File: src/hw/cpu_pkg.sv
package cpu_pkg;

    ////////////////////////////////////////
    // widths and reset values
    ////////////////////////////////////////

    localparam int DATA_W = 8;
    localparam int ADDR_W = 16;
    localparam logic [ADDR_W-1:0] RESET_PC = 16'hC000;
    localparam int STEP_W = 2;
    localparam int MAX_STEPS = 4;
    localparam int UIDX_W = 4;

    // micro-program entry points
    localparam logic [UIDX_W-1:0] UIDX_DONE = 4'd0;
    localparam logic [UIDX_W-1:0] UIDX_LDA = 4'd1;
    localparam logic [UIDX_W-1:0] UIDX_LDX = 4'd2;
    localparam logic [UIDX_W-1:0] UIDX_ADC = 4'd3;
    localparam logic [UIDX_W-1:0] UIDX_SBC = 4'd4;
    localparam logic [UIDX_W-1:0] UIDX_AND = 4'd5;
    localparam logic [UIDX_W-1:0] UIDX_EOR = 4'd6;
    localparam logic [UIDX_W-1:0] UIDX_STA = 4'd7;
    localparam logic [UIDX_W-1:0] UIDX_STX = 4'd8;
    localparam logic [UIDX_W-1:0] UIDX_INX = 4'd9;
    localparam logic [UIDX_W-1:0] UIDX_TAX = 4'd10;
    localparam logic [UIDX_W-1:0] UIDX_BR = 4'd11;

    ////////////////////////////////////////
    // encodings
    ////////////////////////////////////////

    typedef enum logic [1:0] {
        STATE_FETCH = 2'd0,
        STATE_DECODE = 2'd1,
        STATE_EXEC = 2'd2
    } cpu_state_e;

    // 6502 encodings, immediate / zero page forms only
    typedef enum logic [7:0] {
        OP_LDA = 8'hA9,
        OP_LDX = 8'hA2,
        OP_ADC = 8'h69,
        OP_SBC = 8'hE9,
        OP_AND = 8'h29,
        OP_EOR = 8'h49,
        OP_STA = 8'h85,
        OP_STX = 8'h86,
        OP_INX = 8'hE8,
        OP_TAX = 8'hAA,
        OP_CLC = 8'h18,
        OP_SEC = 8'h38,
        OP_NOP = 8'hEA,
        OP_BEQ = 8'hF0,
        OP_BNE = 8'hD0,
        OP_BCC = 8'h90,
        OP_BCS = 8'hB0
    } opcode_e;

    typedef enum logic [2:0] {
        ALU_HOLD, ALU_PASS, ALU_ADD, ALU_SUB, ALU_AND, ALU_EOR, ALU_INC
    } alu_op_e;

    typedef enum logic [1:0] {SRC_A, SRC_X, SRC_RBUF} alu_src_e;
    typedef enum logic [1:0] {DST_NONE, DST_A, DST_X, DST_MEM} alu_dst_e;
    typedef enum logic {ADDR_PC, ADDR_ZP} addr_src_e;
    typedef enum logic {BR_Z, BR_C} branch_cond_e;

    typedef struct packed {
        alu_op_e alu_op;
        alu_src_e alu_src;
        alu_dst_e alu_dst;
        addr_src_e addr_src;
        logic read;
        logic write;
        logic inc_pc;
        logic update_nz;
        logic update_c;
        logic last;
    } uop_t;

    typedef struct packed {
        logic [STEP_W-1:0] steps;
        logic branch;
        branch_cond_e branch_cond;
        logic branch_inv;
        logic flag_val;
        logic flag_set;
        logic [UIDX_W-1:0] uop_idx;
    } decode_t;

    typedef struct packed {
        logic [DATA_W-1:0] a;
        logic [DATA_W-1:0] x;
        logic [ADDR_W-1:0] pc;
        logic n;
        logic z;
        logic c;
    } reg_state_t;

    typedef struct packed {
        logic [DATA_W-1:0] value;
        logic n;
        logic z;
        logic c;
    } alu_result_t;

    localparam uop_t UOP_NONE = '{alu_op: ALU_HOLD, alu_src: SRC_A, alu_dst: DST_NONE,
                                  addr_src: ADDR_PC, default: 1'b0};
    localparam uop_t UOP_READ = '{alu_op: ALU_HOLD, alu_src: SRC_A, alu_dst: DST_NONE,
                                  addr_src: ADDR_PC, read: 1'b1, inc_pc: 1'b1,
                                  default: 1'b0};
    localparam uop_t UOP_DONE = '{alu_op: ALU_HOLD, alu_src: SRC_A, alu_dst: DST_NONE,
                                  addr_src: ADDR_PC, last: 1'b1, default: 1'b0};

    localparam decode_t DECODE_NOP = '{steps: '0, branch: 1'b0, branch_cond: BR_Z,
                                       branch_inv: 1'b0, flag_val: 1'b0, flag_set: 1'b0,
                                       uop_idx: UIDX_DONE};

    ////////////////////////////////////////
    // microcode and decode tables
    ////////////////////////////////////////

    function automatic uop_t alu_uop(alu_op_e op, alu_src_e src);
        uop_t u;
        u = UOP_NONE;
        u.alu_op = op;
        u.alu_src = src;
        return u;
    endfunction

    // write-back of the ALU register, always sets N and Z
    function automatic uop_t wb_uop(alu_dst_e dst, logic upd_c);
        uop_t u;
        u = UOP_DONE;
        u.alu_dst = dst;
        u.update_nz = 1'b1;
        u.update_c = upd_c;
        return u;
    endfunction

    function automatic uop_t store_uop(alu_src_e src);
        uop_t u;
        u = UOP_DONE;
        u.alu_src = src;
        u.alu_dst = DST_MEM;
        u.addr_src = ADDR_ZP;
        u.write = 1'b1;
        return u;
    endfunction

    // operand read, ALU step, write-back
    function automatic uop_t imm_uop(logic [STEP_W-1:0] step, alu_op_e op, alu_src_e src,
                                     alu_dst_e dst, logic upd_c);
        case (step)
            2'd0: return UOP_READ;
            2'd1: return alu_uop(op, src);
            default: return wb_uop(dst, upd_c);
        endcase
    endfunction

    function automatic uop_t uop_lookup(logic [UIDX_W-1:0] idx, logic [STEP_W-1:0] step);
        case (idx)
            UIDX_LDA: return imm_uop(step, ALU_PASS, SRC_RBUF, DST_A, 1'b0);
            UIDX_LDX: return imm_uop(step, ALU_PASS, SRC_RBUF, DST_X, 1'b0);
            UIDX_ADC: return imm_uop(step, ALU_ADD, SRC_A, DST_A, 1'b1);
            UIDX_SBC: return imm_uop(step, ALU_SUB, SRC_A, DST_A, 1'b1);
            UIDX_AND: return imm_uop(step, ALU_AND, SRC_A, DST_A, 1'b0);
            UIDX_EOR: return imm_uop(step, ALU_EOR, SRC_A, DST_A, 1'b0);
            UIDX_STA: return (step == '0) ? UOP_READ : store_uop(SRC_A);
            UIDX_STX: return (step == '0) ? UOP_READ : store_uop(SRC_X);
            UIDX_INX: return (step == '0) ? alu_uop(ALU_INC, SRC_X) : wb_uop(DST_X, 1'b0);
            UIDX_TAX: return (step == '0) ? alu_uop(ALU_PASS, SRC_A) : wb_uop(DST_X, 1'b0);
            // offset read, then the taken step
            UIDX_BR: return (step == '0) ? UOP_READ : UOP_DONE;
            default: return UOP_DONE;
        endcase
    endfunction

    function automatic decode_t dec_entry(logic [STEP_W-1:0] steps, logic [UIDX_W-1:0] idx);
        decode_t d;
        d = DECODE_NOP;
        d.steps = steps;
        d.uop_idx = idx;
        return d;
    endfunction

    function automatic decode_t br_entry(branch_cond_e cond, logic inv);
        decode_t d;
        d = dec_entry(2'd2, UIDX_BR);
        d.branch = 1'b1;
        d.branch_cond = cond;
        d.branch_inv = inv;
        return d;
    endfunction

    function automatic decode_t flag_entry(logic val);
        decode_t d;
        d = dec_entry(2'd1, UIDX_DONE);
        d.flag_set = 1'b1;
        d.flag_val = val;
        return d;
    endfunction

    function automatic decode_t decode_opcode(logic [DATA_W-1:0] op);
        case (op)
            OP_LDA: return dec_entry(2'd3, UIDX_LDA);
            OP_LDX: return dec_entry(2'd3, UIDX_LDX);
            OP_ADC: return dec_entry(2'd3, UIDX_ADC);
            OP_SBC: return dec_entry(2'd3, UIDX_SBC);
            OP_AND: return dec_entry(2'd3, UIDX_AND);
            OP_EOR: return dec_entry(2'd3, UIDX_EOR);
            OP_STA: return dec_entry(2'd2, UIDX_STA);
            OP_STX: return dec_entry(2'd2, UIDX_STX);
            OP_INX: return dec_entry(2'd2, UIDX_INX);
            OP_TAX: return dec_entry(2'd2, UIDX_TAX);
            OP_CLC: return flag_entry(1'b0);
            OP_SEC: return flag_entry(1'b1);
            OP_BEQ: return br_entry(BR_Z, 1'b0);
            OP_BNE: return br_entry(BR_Z, 1'b1);
            OP_BCC: return br_entry(BR_C, 1'b1);
            OP_BCS: return br_entry(BR_C, 1'b0);
            OP_NOP: return DECODE_NOP;
            // anything else runs as NOP
            default: return DECODE_NOP;
        endcase
    endfunction

endpackage

File: src/hw/cpu_alu.sv
`timescale 1ns/1ns

module cpu_alu
    import cpu_pkg::*;
(
    input  logic              i_clock,
    input  logic              i_reset_n,
    input  logic              i_clock_en,
    input  uop_t              i_uop,
    input  reg_state_t        i_regs,
    input  logic [DATA_W-1:0] i_rbuf_data,
    output alu_result_t       o_alu
);

    logic [DATA_W-1:0] src1;
    logic [DATA_W-1:0] src2;
    logic [DATA_W:0] sum;
    alu_result_t result;
    alu_result_t alu_q;

    always_comb begin
        case (i_uop.alu_src)
            SRC_X: src1 = i_regs.x;
            SRC_RBUF: src1 = i_rbuf_data;
            default: src1 = i_regs.a;
        endcase
    end

    // 6502 subtract, carry in is not-borrow
    assign src2 = (i_uop.alu_op == ALU_SUB) ? ~i_rbuf_data : i_rbuf_data;
    assign sum = {1'b0, src1} + {1'b0, src2} + {{DATA_W{1'b0}}, i_regs.c};

    always_comb begin
        result.value = src1;
        result.c = alu_q.c;
        case (i_uop.alu_op)
            ALU_ADD, ALU_SUB: begin
                result.value = sum[DATA_W-1:0];
                result.c = sum[DATA_W];
            end
            ALU_AND: result.value = src1 & i_rbuf_data;
            ALU_EOR: result.value = src1 ^ i_rbuf_data;
            ALU_INC: result.value = src1 + 1'b1;
            default: result.value = src1;
        endcase
        result.n = result.value[DATA_W-1];
        result.z = (result.value == '0);
    end

    always_ff @(posedge i_clock or negedge i_reset_n) begin
        if (!i_reset_n) begin
            alu_q <= '0;
        end else if (i_clock_en && i_uop.alu_op != ALU_HOLD) begin
            alu_q <= result;
        end
    end

    assign o_alu = alu_q;

endmodule

File: src/hw/cpu_mem_if.sv
`timescale 1ns/1ns

module cpu_mem_if
    import cpu_pkg::*;
(
    input  logic              i_clock,
    input  logic              i_reset_n,
    input  logic              i_clock_en,
    input  cpu_state_e        i_state,
    input  uop_t              i_uop,
    input  reg_state_t        i_regs,
    input  logic [DATA_W-1:0] i_r_data,
    output logic [ADDR_W-1:0] o_addr,
    output logic              o_mem_r_en,
    output logic [DATA_W-1:0] o_w_data,
    output logic [DATA_W-1:0] o_rbuf_data
);

    logic addr_sel;
    logic [ADDR_W-1:0] next_addr;
    logic [ADDR_W-1:0] addr_q;
    logic [DATA_W-1:0] rbuf_q;

    assign addr_sel = (i_state == STATE_FETCH) || i_uop.read || i_uop.write;

    // zero page address comes from the buffered operand
    assign next_addr = (i_uop.addr_src == ADDR_ZP) ? {{(ADDR_W-DATA_W){1'b0}}, rbuf_q}
                                                   : i_regs.pc;

    // write-through, a new address shows up in the same cycle
    assign o_addr = addr_sel ? next_addr : addr_q;
    assign o_mem_r_en = !i_uop.write;
    assign o_w_data = (i_uop.alu_dst == DST_MEM && i_uop.alu_src == SRC_X) ? i_regs.x
                                                                            : i_regs.a;

    always_ff @(posedge i_clock or negedge i_reset_n) begin
        if (!i_reset_n) begin
            addr_q <= RESET_PC;
        end else if (i_clock_en && addr_sel) begin
            addr_q <= next_addr;
        end
    end

    always_ff @(posedge i_clock) begin
        if (i_clock_en && o_mem_r_en) begin
            rbuf_q <= i_r_data;
        end
    end

    assign o_rbuf_data = rbuf_q;

    a_write_in_exec: assert property (@(posedge i_clock) disable iff (!i_reset_n)
        !o_mem_r_en |-> (i_state == STATE_EXEC));

endmodule

File: src/hw/cpu_regs.sv
`timescale 1ns/1ns

module cpu_regs
    import cpu_pkg::*;
(
    input  logic              i_clock,
    input  logic              i_reset_n,
    input  logic              i_clock_en,
    input  cpu_state_e        i_state,
    input  decode_t           i_decode,
    input  uop_t              i_uop,
    input  alu_result_t       i_alu,
    input  logic [DATA_W-1:0] i_rbuf_data,
    output reg_state_t        o_regs,
    output logic              o_branch_taken
);

    logic [DATA_W-1:0] a_q;
    logic [DATA_W-1:0] x_q;
    logic [ADDR_W-1:0] pc_q;
    logic n_q;
    logic z_q;
    logic c_q;
    logic in_exec;
    logic a_load;
    logic x_load;
    logic c_load;
    logic pc_inc;
    logic pc_branch;
    logic [ADDR_W-1:0] offset;

    assign in_exec = (i_state == STATE_EXEC);

    // uop is idle outside EXEC
    assign a_load = (i_uop.alu_dst == DST_A);
    assign x_load = (i_uop.alu_dst == DST_X);
    assign c_load = i_uop.update_c || (in_exec && i_decode.flag_set);

    assign o_branch_taken = ((i_decode.branch_cond == BR_Z) ? z_q : c_q) ^ i_decode.branch_inv;

    assign pc_inc = (i_state == STATE_FETCH) || i_uop.inc_pc;
    assign pc_branch = in_exec && i_decode.branch && o_branch_taken && i_uop.last;
    assign offset = {{(ADDR_W-DATA_W){i_rbuf_data[DATA_W-1]}}, i_rbuf_data};

    always_ff @(posedge i_clock or negedge i_reset_n) begin
        if (!i_reset_n) begin
            a_q <= '0;
            x_q <= '0;
            pc_q <= RESET_PC;
            n_q <= 1'b0;
            z_q <= 1'b0;
            c_q <= 1'b0;
        end else if (i_clock_en) begin
            if (a_load) begin
                a_q <= i_alu.value;
            end
            if (x_load) begin
                x_q <= i_alu.value;
            end
            if (i_uop.update_nz) begin
                n_q <= i_alu.n;
                z_q <= i_alu.z;
            end
            if (c_load) begin
                c_q <= i_uop.update_c ? i_alu.c : i_decode.flag_val;
            end
            // relative target from the address after the offset byte
            if (pc_branch) begin
                pc_q <= pc_q + offset;
            end else if (pc_inc) begin
                pc_q <= pc_q + ADDR_W'(1);
            end
        end
    end

    assign o_regs = '{a: a_q, x: x_q, pc: pc_q, n: n_q, z: z_q, c: c_q};

    // A and X only load in the closing write-back step
    a_load_at_wb: assert property (@(posedge i_clock) disable iff (!i_reset_n)
        (a_load || x_load) |-> (in_exec && i_uop.last && i_uop.update_nz));

endmodule

File: src/hw/cpu_sequencer.sv
`timescale 1ns/1ns

module cpu_sequencer
    import cpu_pkg::*;
(
    input  logic              i_clock,
    input  logic              i_reset_n,
    input  logic              i_clock_en,
    input  logic [DATA_W-1:0] i_rbuf_data,
    input  logic              i_branch_taken,
    output cpu_state_e        o_state,
    output decode_t           o_decode,
    output uop_t              o_uop
);

    cpu_state_e state;
    cpu_state_e next_state;
    decode_t decode_q;
    decode_t decode_next;
    logic [STEP_W-1:0] step;
    logic [STEP_W-1:0] next_step;
    logic end_instr;

    // opcode sits in the read buffer during DECODE
    assign decode_next = decode_opcode(i_rbuf_data);

    assign o_uop = (state == STATE_EXEC) ? uop_lookup(decode_q.uop_idx, step) : UOP_NONE;

    // failing branch stops after the offset read
    assign end_instr = o_uop.last || (decode_q.branch && !i_branch_taken);

    always_comb begin
        next_state = state;
        next_step = step;
        case (state)
            STATE_FETCH: begin
                next_state = STATE_DECODE;
            end
            STATE_DECODE: begin
                next_step = '0;
                next_state = (decode_next.steps != '0) ? STATE_EXEC : STATE_FETCH;
            end
            STATE_EXEC: begin
                if (end_instr) begin
                    next_state = STATE_FETCH;
                    next_step = '0;
                end else begin
                    next_step = step + 1'b1;
                end
            end
            default: begin
                next_state = STATE_FETCH;
            end
        endcase
    end

    always_ff @(posedge i_clock or negedge i_reset_n) begin
        if (!i_reset_n) begin
            state <= STATE_FETCH;
            step <= '0;
            decode_q <= DECODE_NOP;
        end else if (i_clock_en) begin
            state <= next_state;
            step <= next_step;
            if (state == STATE_DECODE) begin
                decode_q <= decode_next;
            end
        end
    end

    assign o_state = state;
    assign o_decode = decode_q;

    ////////////////////////////////////////
    // checks
    ////////////////////////////////////////

    a_state_legal: assert property (@(posedge i_clock) disable iff (!i_reset_n)
        state inside {STATE_FETCH, STATE_DECODE, STATE_EXEC});

    // every micro-program ends before the step index runs out
    a_step_bound: assert property (@(posedge i_clock) disable iff (!i_reset_n)
        (state == STATE_EXEC && !end_instr) |-> (int'(step) + 1 < MAX_STEPS));

endmodule

File: src/hw/cpu_core.sv
`timescale 1ns/1ns

module cpu_core
    import cpu_pkg::*;
(
    input  logic              i_clock,
    input  logic              i_reset_n,
    input  logic              i_clock_en,
    input  logic [DATA_W-1:0] i_r_data,
    output logic [ADDR_W-1:0] o_addr,
    output logic              o_mem_r_en,
    output logic [DATA_W-1:0] o_w_data
);

    cpu_state_e state;
    decode_t decode;
    uop_t uop;
    reg_state_t regs;
    alu_result_t alu;
    logic branch_taken;
    logic [DATA_W-1:0] rbuf_data;

    cpu_sequencer sequencer_inst (
        .i_clock        (i_clock),
        .i_reset_n      (i_reset_n),
        .i_clock_en     (i_clock_en),
        .i_rbuf_data    (rbuf_data),
        .i_branch_taken (branch_taken),
        .o_state        (state),
        .o_decode       (decode),
        .o_uop          (uop)
    );

    cpu_regs regs_inst (
        .i_clock        (i_clock),
        .i_reset_n      (i_reset_n),
        .i_clock_en     (i_clock_en),
        .i_state        (state),
        .i_decode       (decode),
        .i_uop          (uop),
        .i_alu          (alu),
        .i_rbuf_data    (rbuf_data),
        .o_regs         (regs),
        .o_branch_taken (branch_taken)
    );

    cpu_alu alu_inst (
        .i_clock     (i_clock),
        .i_reset_n   (i_reset_n),
        .i_clock_en  (i_clock_en),
        .i_uop       (uop),
        .i_regs      (regs),
        .i_rbuf_data (rbuf_data),
        .o_alu       (alu)
    );

    cpu_mem_if mem_if_inst (
        .i_clock     (i_clock),
        .i_reset_n   (i_reset_n),
        .i_clock_en  (i_clock_en),
        .i_state     (state),
        .i_uop       (uop),
        .i_regs      (regs),
        .i_r_data    (i_r_data),
        .o_addr      (o_addr),
        .o_mem_r_en  (o_mem_r_en),
        .o_w_data    (o_w_data),
        .o_rbuf_data (rbuf_data)
    );

endmodule

File: config.mk
export PLATFORM = sky130hd
export DESIGN_NAME = cpu_core
export DESIGN_NICKNAME = d
export VERILOG_FILES = /design/src/hw/cpu_pkg.sv /design/src/hw/cpu_alu.sv /design/src/hw/cpu_mem_if.sv /design/src/hw/cpu_regs.sv /design/src/hw/cpu_sequencer.sv /design/src/hw/cpu_core.sv
export SDC_FILE = /design/constraint.sdc
export NUM_CORES = 1
export LEC_CHECK = 0
export BUFFER_PORTS_ARGS = -buffer_cell sky130_fd_sc_hd__buf_4
export CORE_AREA = 4 4 150 152
export CTS_CLUSTER_SIZE = 16
export DETAILED_ROUTE_END_ITERATION = 10
export DIE_AREA = 0 0 154 156
export GPL_ROUTABILITY_DRIVEN = 1
export GPL_TIMING_DRIVEN = 0
export PLACE_DENSITY = 0.5
export SYNTH_ARGS = -nofsm -noshare
export SYNTH_HDL_FRONTEND = slang
export SYNTH_SLANG_ARGS = --single-unit
File: constraint.sdc
create_clock -name i_clock -period 11.6 [get_ports i_clock]
set_input_delay 0.58 -clock i_clock [delete_from_list [all_inputs] [get_ports i_clock]]
set_output_delay 0.58 -clock i_clock [all_outputs]
set_load 0.03 [all_outputs]
==> results.json, run 1 <==
{
  "cp-end-kind": "register",
  "n_antenna_cell": 0,
  "yosys_warnings": 0,
  "die_w_um": 154,
  "final.min_clock_period_ns": 5.11,
  "yosys.area.top_type_share_pct": 28.6,
  "pwr-share-seq_pct": 37.0,
  "clock-sinks": 81,
  "switching_share_pct": 32.1,
  "cts_tree": "done",
  "holdCritPathClass": "input port to async pin",
  "cp_num_buf_inv": 4,
  "fin_crit_sh_pct": 44.1,
  "cp_cell_sequence": "inv_1, ha_1, clkbuf_1, nor2b_1, nand4_1, ha_1, clkbuf_1, a221oi_1, nor2_1, fa_1, inv_1, fa_1, nand2b_1, a21oi_1, xor2_1, nand2_1, o211ai_1, or4_1, o41ai_1",
  "area_growth_pct": 15.6,
  "fin_setup_tns_ns": 0,
  "p_leak_nw": 3.06,
  "crit_type": "register to register",
  "gr-total-overflow": 0,
  "vias": 5076,
  "io_pins": 36,
  "synth_area_um2": 6040,
  "clkPwrFrac_pct": 37.1,
  "ys_top_cells_by_area": "dfrtp_1, ha_1, mux2_2",
  "worst_pin_slew_ns": 1.02,
  "ys_types": 70,
  "h-tree-depth": 3,
  "yosysTopAreaCell": "dfrtp_1",
  "peakVddDrop_uv": 72.4,
  "yosys_register_bits": 81,
  "path_delay_family": "simple AND/OR/NAND/NOR gates",
  "skew_ns": 0.00965,
  "dr.pass1.iters": 4,
  "crit_arrival_ns": 5.35,
  "coreArea_um2": 21000,
  "p_int_uw": 596,
  "synth_edf_count": 8,
  "grt_max_degree": 74,
  "crit_slowest_cell": "or4_1",
  "setup_violations": 0,
  "max_cap_violations": 0,
  "cts.clk_slew.worst_paths_ns": 0.06,
  "outcome": "completed",
  "synthFlopType": "dfrtp_1",
  "finalMaxSlewViolations": 0,
  "hold_violations": 0,
  "postCtsSetupRepairBufs": 0,
  "design_area_um2": 6990,
  "hpwl_mm": 12.5,
  "place_area_um2": 6650,
  "clk_path_buf_depth": 2,
  "path_max_fanout": 10,
  "start_kind": "register",
  "max_freq_ghz": 0.196,
  "drc": 0,
  "fp-row-count": 53,
  "grt.total_usage_pct": 14.3,
  "syn_nets": 716,
  "drtAntennaViolNets": 0,
  "cts_resized": 0,
  "worst_ep_required_time_ns": 11.84,
  "fill_cells": 2181,
  "multi_input_area_um2": 3700,
  "die_area_um2": 24000,
  "power.density_nw_per_um2": 126,
  "fp.dieH_um": 156,
  "numCtsBuffers": 9,
  "pwr-share-comb_pct": 25.9,
  "final_util_pct": 33.2,
  "seq_area_frac_synth_pct": 34.3,
  "grt_pass1_wl_mm": 27.5,
  "syn_area_per_cell_um2": 9.13,
  "clock_latency_ns": 0.35,
  "critPathMaxStageDelay_ns": 0.50,
  "routedWlPerCell_um": 16.9,
  "ys_async_sr_fraction_pct": 90.1,
  "drive_gt1_share_pct": 15.3,
  "num-nets-final": 762,
  "drt-total-wl_mm": 16.7,
  "globalplace.congestion": 0.821,
  "regArea_um2": 2070,
  "portBuffers": 35,
  "power_switching_uw": 282,
  "holdBufCountCts": 0,
  "maxSlewHeadroom_pct": 31.6,
  "syn_inst": 662,
  "rsz0062_at_grt": "no",
  "cts-root-buf": "clkbuf_16",
  "vias_per_cell": 5.14,
  "grt_pass1_vias": 4980,
  "start_util_pct": 28.8,
  "drtIter0Drc": 316,
  "grt_antenna_before_repair": 0
}
[layout make-up]
cell class,count,share of cell area (%)
Sequential cell,81,29.7
Buffer,35,2.33
Clock inverter,2,0.860
Inverter,30,1.61
Tap cell,275,4.93
Multi-Input combinational cell,516,52.9
Clock buffer,14,3.92
Timing Repair Buffer,35,3.76
[cells in the final DEF (no fill, tap or decap), types with 4 or more instances in the layout]
| cell | instances |
|---|---|
| dfrtp_1 | 69 |
| a22o_1 | 12 |
| nor2b_1 | 11 |
| nand3_1 | 8 |
| nor3_1 | 8 |
| clkbuf_16 | 9 |
| o21a_1 | 5 |
| nand2b_1 | 10 |
| a2bb2oi_1 | 4 |
| xor2_1 | 13 |
| mux2i_1 | 18 |
| o21bai_1 | 4 |
| dfstp_2 | 4 |
| or4_1 | 5 |
| a31oi_1 | 8 |
| a21o_1 | 7 |
| o31ai_1 | 6 |
| nor4_1 | 6 |
| edfxtp_1 | 8 |
| and2_1 | 9 |
| ha_1 | 40 |
| o211ai_1 | 9 |
| nor2_1 | 27 |
| nand4_1 | 10 |
| a221oi_1 | 7 |
| a21boi_0 | 11 |
| a21oi_1 | 32 |
| clkbuf_1 | 24 |
| nand3b_1 | 8 |
| mux2_2 | 36 |
| inv_1 | 29 |
| nand2_1 | 86 |
| xnor2_1 | 21 |
| buf_4 | 35 |
| or3_1 | 5 |
| o21ai_1 | 9 |
| buf_2 | 7 |
| o21ai_0 | 40 |
[routing by layer]
metal  vias to the layer above  share of wire [%]  GRT usage, %  wire [µm]
met5                         -                  0             0          0
met4                         0                1.4          4.08        231
met3                        13                3.3          2.00        549
met2                       100                 45          22.5       7570
met1                      2462                 50          20.6       8350
li1                       2501                  -             -          -
[power by group through the flow]
stage / clock network, mW / registers, mW / logic [mW]
final: 0.325 / 0.325 / 0.228
after global placement: 0 / 0.329 / 0.229
after floorplan: 0 / 0.324 / 0.158
after CTS: 0.333 / 0.325 / 0.230
after detailed placement: 0 / 0.329 / 0.229
after global routing: 0.344 / 0.327 / 0.254
[cell usage after synthesis (all sizes together) (5+ instances only)]
library cell and n:
nor2 27, a21o 7, xor2 13, nand3b 8, o21ai 51, o21a 5, nor2b 12, ha 40
nand2 86, inv 29, a22o 12, edfxtp 8, mux2 36, nor4 6, a21oi 32, nand3 8
a221oi 8, nor3 9, xnor2 21, a31oi 8, a21boi 11, nand4 10, dfrtp 69, mux2i 18
o31ai 6, nand2b 10, buf 13, or4 5, o211ai 9, and2 9, or3 5, clkbuf 22
[final timing paths]
path / startpoint / end / slack (ns) / cells past startpoint
max: sequencer_inst.o_state[0]$_DFFE_PN0P_ / alu_inst.o_alu[1]$_DFFE_PN0P_ / 6.49 / 19
min: i_reset_n / regs_inst.x_q[5]$_DFFE_PN0P_ / 0.38 / 1
max reg2reg: sequencer_inst.o_state[0]$_DFFE_PN0P_ / alu_inst.o_alu[1]$_DFFE_PN0P_ / 6.49 / 19
min reg2reg: mem_if_inst.addr_q[1]$_DFFE_PN0P_ / mem_if_inst.addr_q[1]$_DFFE_PN0P_ / 0.48 / 2
max in group asynchronous: i_reset_n / mem_if_inst.addr_q[13]$_DFFE_PN0P_ / 10.57 / 1
min in group i_clock: i_r_data[4] / mem_if_inst.o_rbuf_data[4]$_DFFE_PP_ / 0.41 / 1
[worst reg2reg max path, stage by stage (launching register included)]
cell and delay, ns:
dfrtp_1 0.39, inv_1 0.08, ha_1 0.17, clkbuf_1 0.37
nor2b_1 0.33, nand4_1 0.17, ha_1 0.43, clkbuf_1 0.35
a221oi_1 0.12, nor2_1 0.38, fa_1 0.27, inv_1 0.06
fa_1 0.41, nand2b_1 0.16, a21oi_1 0.22, xor2_1 0.10
nand2_1 0.11, o211ai_1 0.13, or4_1 0.50, o41ai_1 0.25
[logic make-up (layout without fill, tap and decap cells)]
kind of cell / Yosys count / count (layout) / synth area share [%]
XOR/XNOR: 34 / 34 / 4.93
adder cells (fa/ha/maj): 43 / 43 / 9.27
AO/OA/AOI/OAI: 179 / 179 / 20.2
AND/OR/NAND/NOR: 206 / 206 / 17.1
multiplexers: 54 / 54 / 9.69
flip-flops: 81 / 81 / 34.3
buffers and inverters: 65 / 116 / 4.55
[registers in the layout (all words and copies together) (netlist names)]
signal,flops
alu_inst.o_alu,10
mem_if_inst.addr_q,16
mem_if_inst.o_rbuf_data,8
regs_inst.a_q,8
regs_inst.c_q,1
regs_inst.pc_q,16
regs_inst.x_q,8
regs_inst.z_q,1
sequencer_inst.o_decode,9
sequencer_inst.o_state,2
sequencer_inst.step,2
[stage by stage]
stage	std cells	setup slack (ns)	hold slack, ns	power (mW)
3_3_place_gp	972	6.52	0.470	0.558
6_report	988	6.49	0.383	0.878
3_5_place_dp	972	6.56	0.474	0.558
2_1_floorplan	662	7.41	0.284	0.482
4_1_cts	988	6.49	0.397	0.888
5_1_grt	988	6.02	0.396	0.925
(Power assumes the default switching activity.)
==> run 2: changes to the inputs <==
--- a/config.mk
+++ b/config.mk
@@ -5,14 +5,15 @@
 export SDC_FILE = /design/constraint.sdc
 export NUM_CORES = 1
 export LEC_CHECK = 0
+export ABC_AREA = 1
 export BUFFER_PORTS_ARGS = -buffer_cell sky130_fd_sc_hd__buf_4
-export CORE_AREA = 4 4 150 152
+export CORE_AREA = 4 4 149 151
 export CTS_CLUSTER_SIZE = 16
 export DETAILED_ROUTE_END_ITERATION = 10
-export DIE_AREA = 0 0 154 156
+export DIE_AREA = 0 0 153 155
 export GPL_ROUTABILITY_DRIVEN = 1
 export GPL_TIMING_DRIVEN = 0
-export PLACE_DENSITY = 0.5
+export PLACE_DENSITY = 0.51
 export SYNTH_ARGS = -nofsm -noshare
 export SYNTH_HDL_FRONTEND = slang
 export SYNTH_SLANG_ARGS = --single-unit
==> constraint.sdc (replaced) <==
create_clock -name i_clock -period 4.2 [get_ports i_clock]
set_input_delay 0.21 -clock i_clock [delete_from_list [all_inputs] [get_ports i_clock]]
set_output_delay 0.21 -clock i_clock [all_outputs]
set_load 0.03 [all_outputs]
==> results.json, run 2 <==
{
  "final.min_clock_period_ns": 3.91,
  "grt_pass1_vias": 5252,
  "dp.cells": 1144,
  "routed.top_layer": "met4",
  "worst_ep_required_time_ns": 4.48,
  "synthFlopType": "dfrtp_1",
  "yosysTopAreaCell": "dfrtp_1",
  "clk_path_buf_depth": 2,
  "drtAntennaViolNets": 0,
  "design_area_um2": 6960,
  "area_growth_pct": 16.0,
  "drtIter0Drc": 245,
  "n_antenna_cell": 0,
  "setup_violations": 0,
  "clock-sinks": 81,
  "synth_edf_count": 8,
  "die_area_um2": 23700,
  "wl_met3_um": 444,
  "grt.total_usage_pct": 13.8,
  "layout_commonest_cell": "nand2_1",
  "p_leak_nw": 3.37,
  "ys_top_cells_by_count": "nand2_1, inv_1, nand3_1, dfrtp_1, o21ai_0",
  "h-tree-depth": 3,
  "rsz0062_at_grt": "no",
  "num-nets-final": 934,
  "ys_async_sr_fraction_pct": 90.1,
  "grt_max_degree": 74,
  "synth_area_um2": 6000,
  "die_w_um": 153,
  "syn_area_per_cell_um2": 7.20,
  "crit_arrival_ns": 4.20,
  "cp-end-kind": "register",
  "layout_common_cells": "nand2_1, inv_1, nand3_1, o21ai_0, dfrtp_1",
  "vias_per_cell": 4.65,
  "crit_type": "register to register",
  "ys_top_cells_by_area": "dfrtp_1, nand2_1, ha_1",
  "hold_violations": 0,
  "hpwl_mm": 12.6,
  "grt_antenna_before_repair": 0,
  "wl_met1_mm": 7.70,
  "yosys_register_bits": 81,
  "syn_inst": 834,
  "yosys_warnings": 0,
  "globalplace.congestion": 0.830,
  "skew_ns": 0.0119,
  "peakVddDrop_uv": 294,
  "final_util_pct": 33.4,
  "path_max_fanout": 10,
  "cpMostUsedCell": "nand2_1",
  "fill_cells": 2286,
  "holdCritPathClass": "input port to async pin",
  "place_area_um2": 6610,
  "place_ws_ns": -0.294,
  "fin_crit_sh_pct": 93.1,
  "yosysMostFrequentCell": "nand2_1",
  "portBuffers": 35,
  "critPathMaxStageDelay_ns": 0.38,
  "fp.dieH_um": 155,
  "path_delay_family": "simple AND/OR/NAND/NOR gates",
  "outcome": "completed",
  "setup_slack_ns": 0.289,
  "grt_pass1_wl_mm": 27.0,
  "yosys.area.top_type_share_pct": 28.8,
  "vias": 5399,
  "cts.clk_slew.worst_paths_ns": 0.07,
  "drt-total-wl_mm": 16.0,
  "start_util_pct": 28.8,
  "maxSlewHeadroom_pct": 35.8,
  "regArea_um2": 2070,
  "holdBufCountCts": 0,
  "final_cells": 1160,
  "max_cap_violations": 0,
  "multi_input_area_um2": 3470,
  "timing.hold.ws_ns": 0.0193,
  "io_pins": 36,
  "totalPowerFinal_mw": 2.91,
  "drc": 0,
  "coreArea_um2": 20800,
  "cts-root-buf": "clkbuf_16",
  "worst_pin_slew_ns": 0.963,
  "power.density_nw_per_um2": 418,
  "drive_gt1_share_pct": 14.0,
  "numCtsBuffers": 9,
  "ys_types": 45,
  "cts_tree": "done",
  "gr-total-overflow": 0,
  "seq_area_frac_synth_pct": 34.5,
  "syn_nets": 888,
  "fin_setup_tns_ns": 0,
  "finalMaxSlewViolations": 0,
  "max_freq_ghz": 0.256,
  "dr.pass1.iters": 5,
  "crit_slowest_cell": "fa_2",
  "wl_met2_mm": 7.55,
  "clock_latency_ns": 0.35,
  "routedWlPerCell_um": 13.8,
  "cp_num_buf_inv": 7,
  "start_kind": "register",
  "fp-row-count": 53
}
## run 2: cell count changes in the layout (fill, tap and decap cells not counted), sizes merged, moves of 18 or more
cell,previous run,this run
mux2,36,3
o21ai,51,97
clkbuf,36,17
nand3,8,81
inv,29,113
nor2,27,69
nand2,86,218
mux2i,18,0
## run 2: final cells by class
type,instances,area share [%]
Buffer,17,1.31
Clock buffer,9,3.24
Clock inverter,7,0.899
Inverter,110,5.97
Multi-Input combinational cell,624,49.8
Sequential cell,81,29.8
Tap cell,275,4.95
Timing Repair Buffer,37,3.99
## run 2: repair_timing
item | CTS | global route
cloned | 0 | 0
pin swaps | 0 | 2
setup endpoints to repair | 2 | 2
buffers inserted | 0 | 2
gates resized for setup | 7 | 14
## run 2: path summary, 6_finish.rpt
check / startpoint / cells after the start / end / slack (ns)
hold / removal: i_reset_n / 1 / sequencer_inst.step[1]$_DFFE_PN0P_ / 0.02
max in group asynchronous: i_reset_n / 1 / sequencer_inst.o_decode[3]$_DFFE_PN0P_ / 3.54
hold reg to reg: regs_inst.a_q[2]$_DFFE_PN0P_ / 2 / regs_inst.a_q[2]$_DFFE_PN0P_ / 0.49
setup reg to reg: sequencer_inst.step[0]$_DFFE_PN0P_ / 25 / alu_inst.o_alu[1]$_DFFE_PN0P_ / 0.29
min in group i_clock: i_r_data[6] / 1 / mem_if_inst.o_rbuf_data[6]$_DFFE_PP_ / 0.04
setup / recovery: sequencer_inst.step[0]$_DFFE_PN0P_ / 25 / alu_inst.o_alu[1]$_DFFE_PN0P_ / 0.29
## run 2: routing by layer
layer / vias up / GRT usage (%)
met2: 63 / 22.5
met3: 23 / 2.23
met4: 0 / 4.45
li1: 2846 / -
met5: - / 0
met1: 2467 / 18.7
## run 2: logic make-up (layout without fill, tap and decap cells)
logic type	count (synthesis)	count (layout)	share of synthesized area, %
AO/OA/AOI/OAI	154	154	14.6
buffers and inverters	129	180	8.51
multiplexers	3	3	0.563
AND/OR/NAND/NOR	399	399	28.8
adder cells (fa/ha/maj)	43	43	9.34
XOR/XNOR	25	25	3.65
flip-flops	81	81	34.5
## run 2: report_power, final
part / total (mW) / switching (mW) / internal [mW]
sequential: 1.09 / 0.113 / 0.972
clock: 0.794 / 0.379 / 0.415
combinational: 1.03 / 0.655 / 0.375
==> run 3: changes to the inputs <==
--- a/config.mk
+++ b/config.mk
@@ -5,15 +5,14 @@
 export SDC_FILE = /design/constraint.sdc
 export NUM_CORES = 1
 export LEC_CHECK = 0
-export ABC_AREA = 1
-export BUFFER_PORTS_ARGS = -buffer_cell sky130_fd_sc_hd__buf_4
-export CORE_AREA = 4 4 149 151
+export CORE_AREA = 4 4 150 152
 export CTS_CLUSTER_SIZE = 16
 export DETAILED_ROUTE_END_ITERATION = 10
-export DIE_AREA = 0 0 153 155
+export DIE_AREA = 0 0 154 156
+export DONT_BUFFER_PORTS = 1
 export GPL_ROUTABILITY_DRIVEN = 1
 export GPL_TIMING_DRIVEN = 0
-export PLACE_DENSITY = 0.51
+export PLACE_DENSITY = 0.49
 export SYNTH_ARGS = -nofsm -noshare
 export SYNTH_HDL_FRONTEND = slang
 export SYNTH_SLANG_ARGS = --single-unit
==> results.json, run 3 (synthesis gave the netlist of run 1 again) <==
{
  "routedWlPerCell_um": 17.4,
  "grt.total_usage_pct": 14.2,
  "num-nets-final": 746,
  "clock_latency_ns": 0.35,
  "area_growth_pct": 16.3,
  "multi_input_area_um2": 3780,
  "h-tree-depth": 3,
  "grt_pass1_vias": 4759,
  "crit_type": "register to register",
  "die_w_um": 154,
  "grt_max_degree": 74,
  "finalMaxSlewViolations": 0,
  "fin_setup_tns_ns": 0,
  "holdPathStages": 3,
  "fp.dieH_um": 156,
  "grt_pass1_wl_mm": 27.1,
  "n_antenna_cell": 0,
  "grt_antenna_before_repair": 0,
  "regArea_um2": 2070,
  "final.min_clock_period_ns": 4.16,
  "skew_ns": 0.00860,
  "start_util_pct": 28.8,
  "globalplace.congestion": 0.844,
  "rr_worst_depth": 19,
  "drt-total-wl_mm": 16.9,
  "hold_violations": 0,
  "holdCritPathClass": "input port to register",
  "rsz0062_at_grt": "yes",
  "numCtsBuffers": 9,
  "regToRegSetupSlack_ns": 0.04,
  "cp_cell_sequence": "inv_1, ha_2, buf_6, nor2b_4, nand4_1, ha_4, buf_4, nor2b_1, nor2_2, fa_2, inv_1, fa_1, nand2b_1, a21oi_2, xor2_1, nand2_1, o211ai_1, or4_1, o41ai_2",
  "layout_common_cells": "nand2_1, dfrtp_1, o21ai_0, mux2_2, ha_1",
  "reg2reg_to": "alu_inst.o_alu[1]$_DFFE_PN0P_",
  "coreArea_um2": 21000,
  "drc": 0,
  "outcome": "completed",
  "p_leak_nw": 3.01,
  "layout_commonest_cell": "nand2_1",
  "hold_start": "i_clock_en",
  "die_area_um2": 24000,
  "cts.clk_slew.worst_paths_ns": 0.06,
  "worst_ep_required_time_ns": 4.45,
  "hpwl_mm": 12.5,
  "clock-sinks": 81,
  "fp-row-count": 53,
  "portBuffers": 0,
  "fin_crit_sh_pct": 99.0,
  "vias_per_cell": 5.08,
  "io_pins": 36,
  "fill_cells": 2189,
  "cp-end-kind": "register",
  "max_freq_ghz": 0.240,
  "timing.hold.ws_ns": 0.288,
  "drive_gt1_share_pct": 15.5,
  "power.density_nw_per_um2": 335,
  "dr.pass1.iters": 4,
  "peakVddDrop_uv": 202,
  "rr_startpoint": "sequencer_inst.o_state[0]$_DFFE_PN0P_",
  "gr-total-overflow": 0,
  "whs_endpoint": "regs_inst.a_q[5]$_DFFE_PN0P_",
  "cts_tree": "done",
  "drtAntennaViolNets": 0,
  "drtIter0Drc": 372,
  "clk_path_buf_depth": 2,
  "cpMostUsedCell": "inv_1",
  "max_cap_violations": 0,
  "start_kind": "register",
  "worst_pin_slew_ns": 1.29,
  "critPathMaxStageDelay_ns": 0.57,
  "vias": 4937,
  "crit_arrival_ns": 4.41,
  "path_max_fanout": 8,
  "cts-root-buf": "clkbuf_16",
  "crit_slowest_cell": "or4_1",
  "maxSlewHeadroom_pct": 13.6,
  "setup_violations": 0
}
==> run 3: cell type report <==
type	instances	share of cell area [%]
Timing Repair Buffer	22	3.13
Clock inverter	7	1.34
Inverter	30	1.60
Clock buffer	9	3.20
Buffer	32	2.55
Multi-Input combinational cell	516	53.8
Tap cell	275	4.90
Sequential cell	81	29.5
==> run 3: worst max-delay path by stage <==
stage	startpoint	to	cells past startpoint
finish	sequencer_inst.o_state[0]$_DFFE_PN0P_	alu_inst.o_alu[1]$_DFFE_PN0P_	19
floorplan	sequencer_inst.o_state[0]$_DFFE_PN0P_	alu_inst.o_alu[1]$_DFFE_PN0P_	19
global placement	sequencer_inst.o_state[0]$_DFFE_PN0P_	alu_inst.o_alu[1]$_DFFE_PN0P_	19
global route	sequencer_inst.step[1]$_DFFE_PN0P_	alu_inst.o_alu[1]$_DFFE_PN0P_	18
detailed placement	sequencer_inst.o_state[0]$_DFFE_PN0P_	alu_inst.o_alu[1]$_DFFE_PN0P_	19
CTS	sequencer_inst.o_state[0]$_DFFE_PN0P_	alu_inst.o_alu[1]$_DFFE_PN0P_	19
==> run 3: timing repair <==
item                                    CTS  global route
endpoints found under the setup margin   11            12
pin swaps                                 2             8
gates resized for setup                  18            19
setup buffers                             1            11
gates cloned                              0             0
hold buffers                             10             0
endpoints found under the hold margin    81             0
==> run 3: power by group <==
part / switching, mW / leakage [nW] / internal, mW
logic: 0.396 / 1.80 / 0.198
clock network: 0.340 / 0.155 / 0.521
registers: 0.0504 / 1.06 / 0.848
==> run 3: critical path, delay by kind of cell (launching register included) <==
| family | cells | cell delay [ns] |
|---|---|---|
| adders and majority gates | 4 | 1.14 |
| buffers and inverters | 4 | 0.41 |
| xor gates and xnor gates | 1 | 0.09 |
| AOI/OAI and AO/OA | 3 | 0.51 |
| DFF | 1 | 0.39 |
| and+or+nand+nor | 7 | 1.51 |
==> run 3: routing by layer <==
| layer | vias to the layer above | wire, µm | global-route usage [%] |
|---|---|---|---|
| met4 | 0 | 253 | 4.79 |
| met2 | 71 | 7560 | 21.9 |
| met1 | 2381 | 8570 | 20.4 |
| li1 | 2470 | - | - |
| met5 | - | 0 | 0 |
| met3 | 15 | 547 | 2.25 |
==> run 3: through the flow <==
stage / util, % / area, µm² / setup WS [ns] / instances / power [mW]
2_1_floorplan: - / 6040 / 0.0149 / 662 / 1.33
3_3_place_gp: 30.4 / 6390 / -0.858 / 937 / 1.48
3_5_place_dp: 30.4 / 6390 / -0.841 / 937 / 1.48
4_1_cts: 32.8 / 6900 / -0.121 / 962 / 2.38
5_1_grt: 33.4 / 7030 / -0.139 / 972 / 2.48
6_report: 33.4 / 7030 / 0.0408 / 972 / 2.35
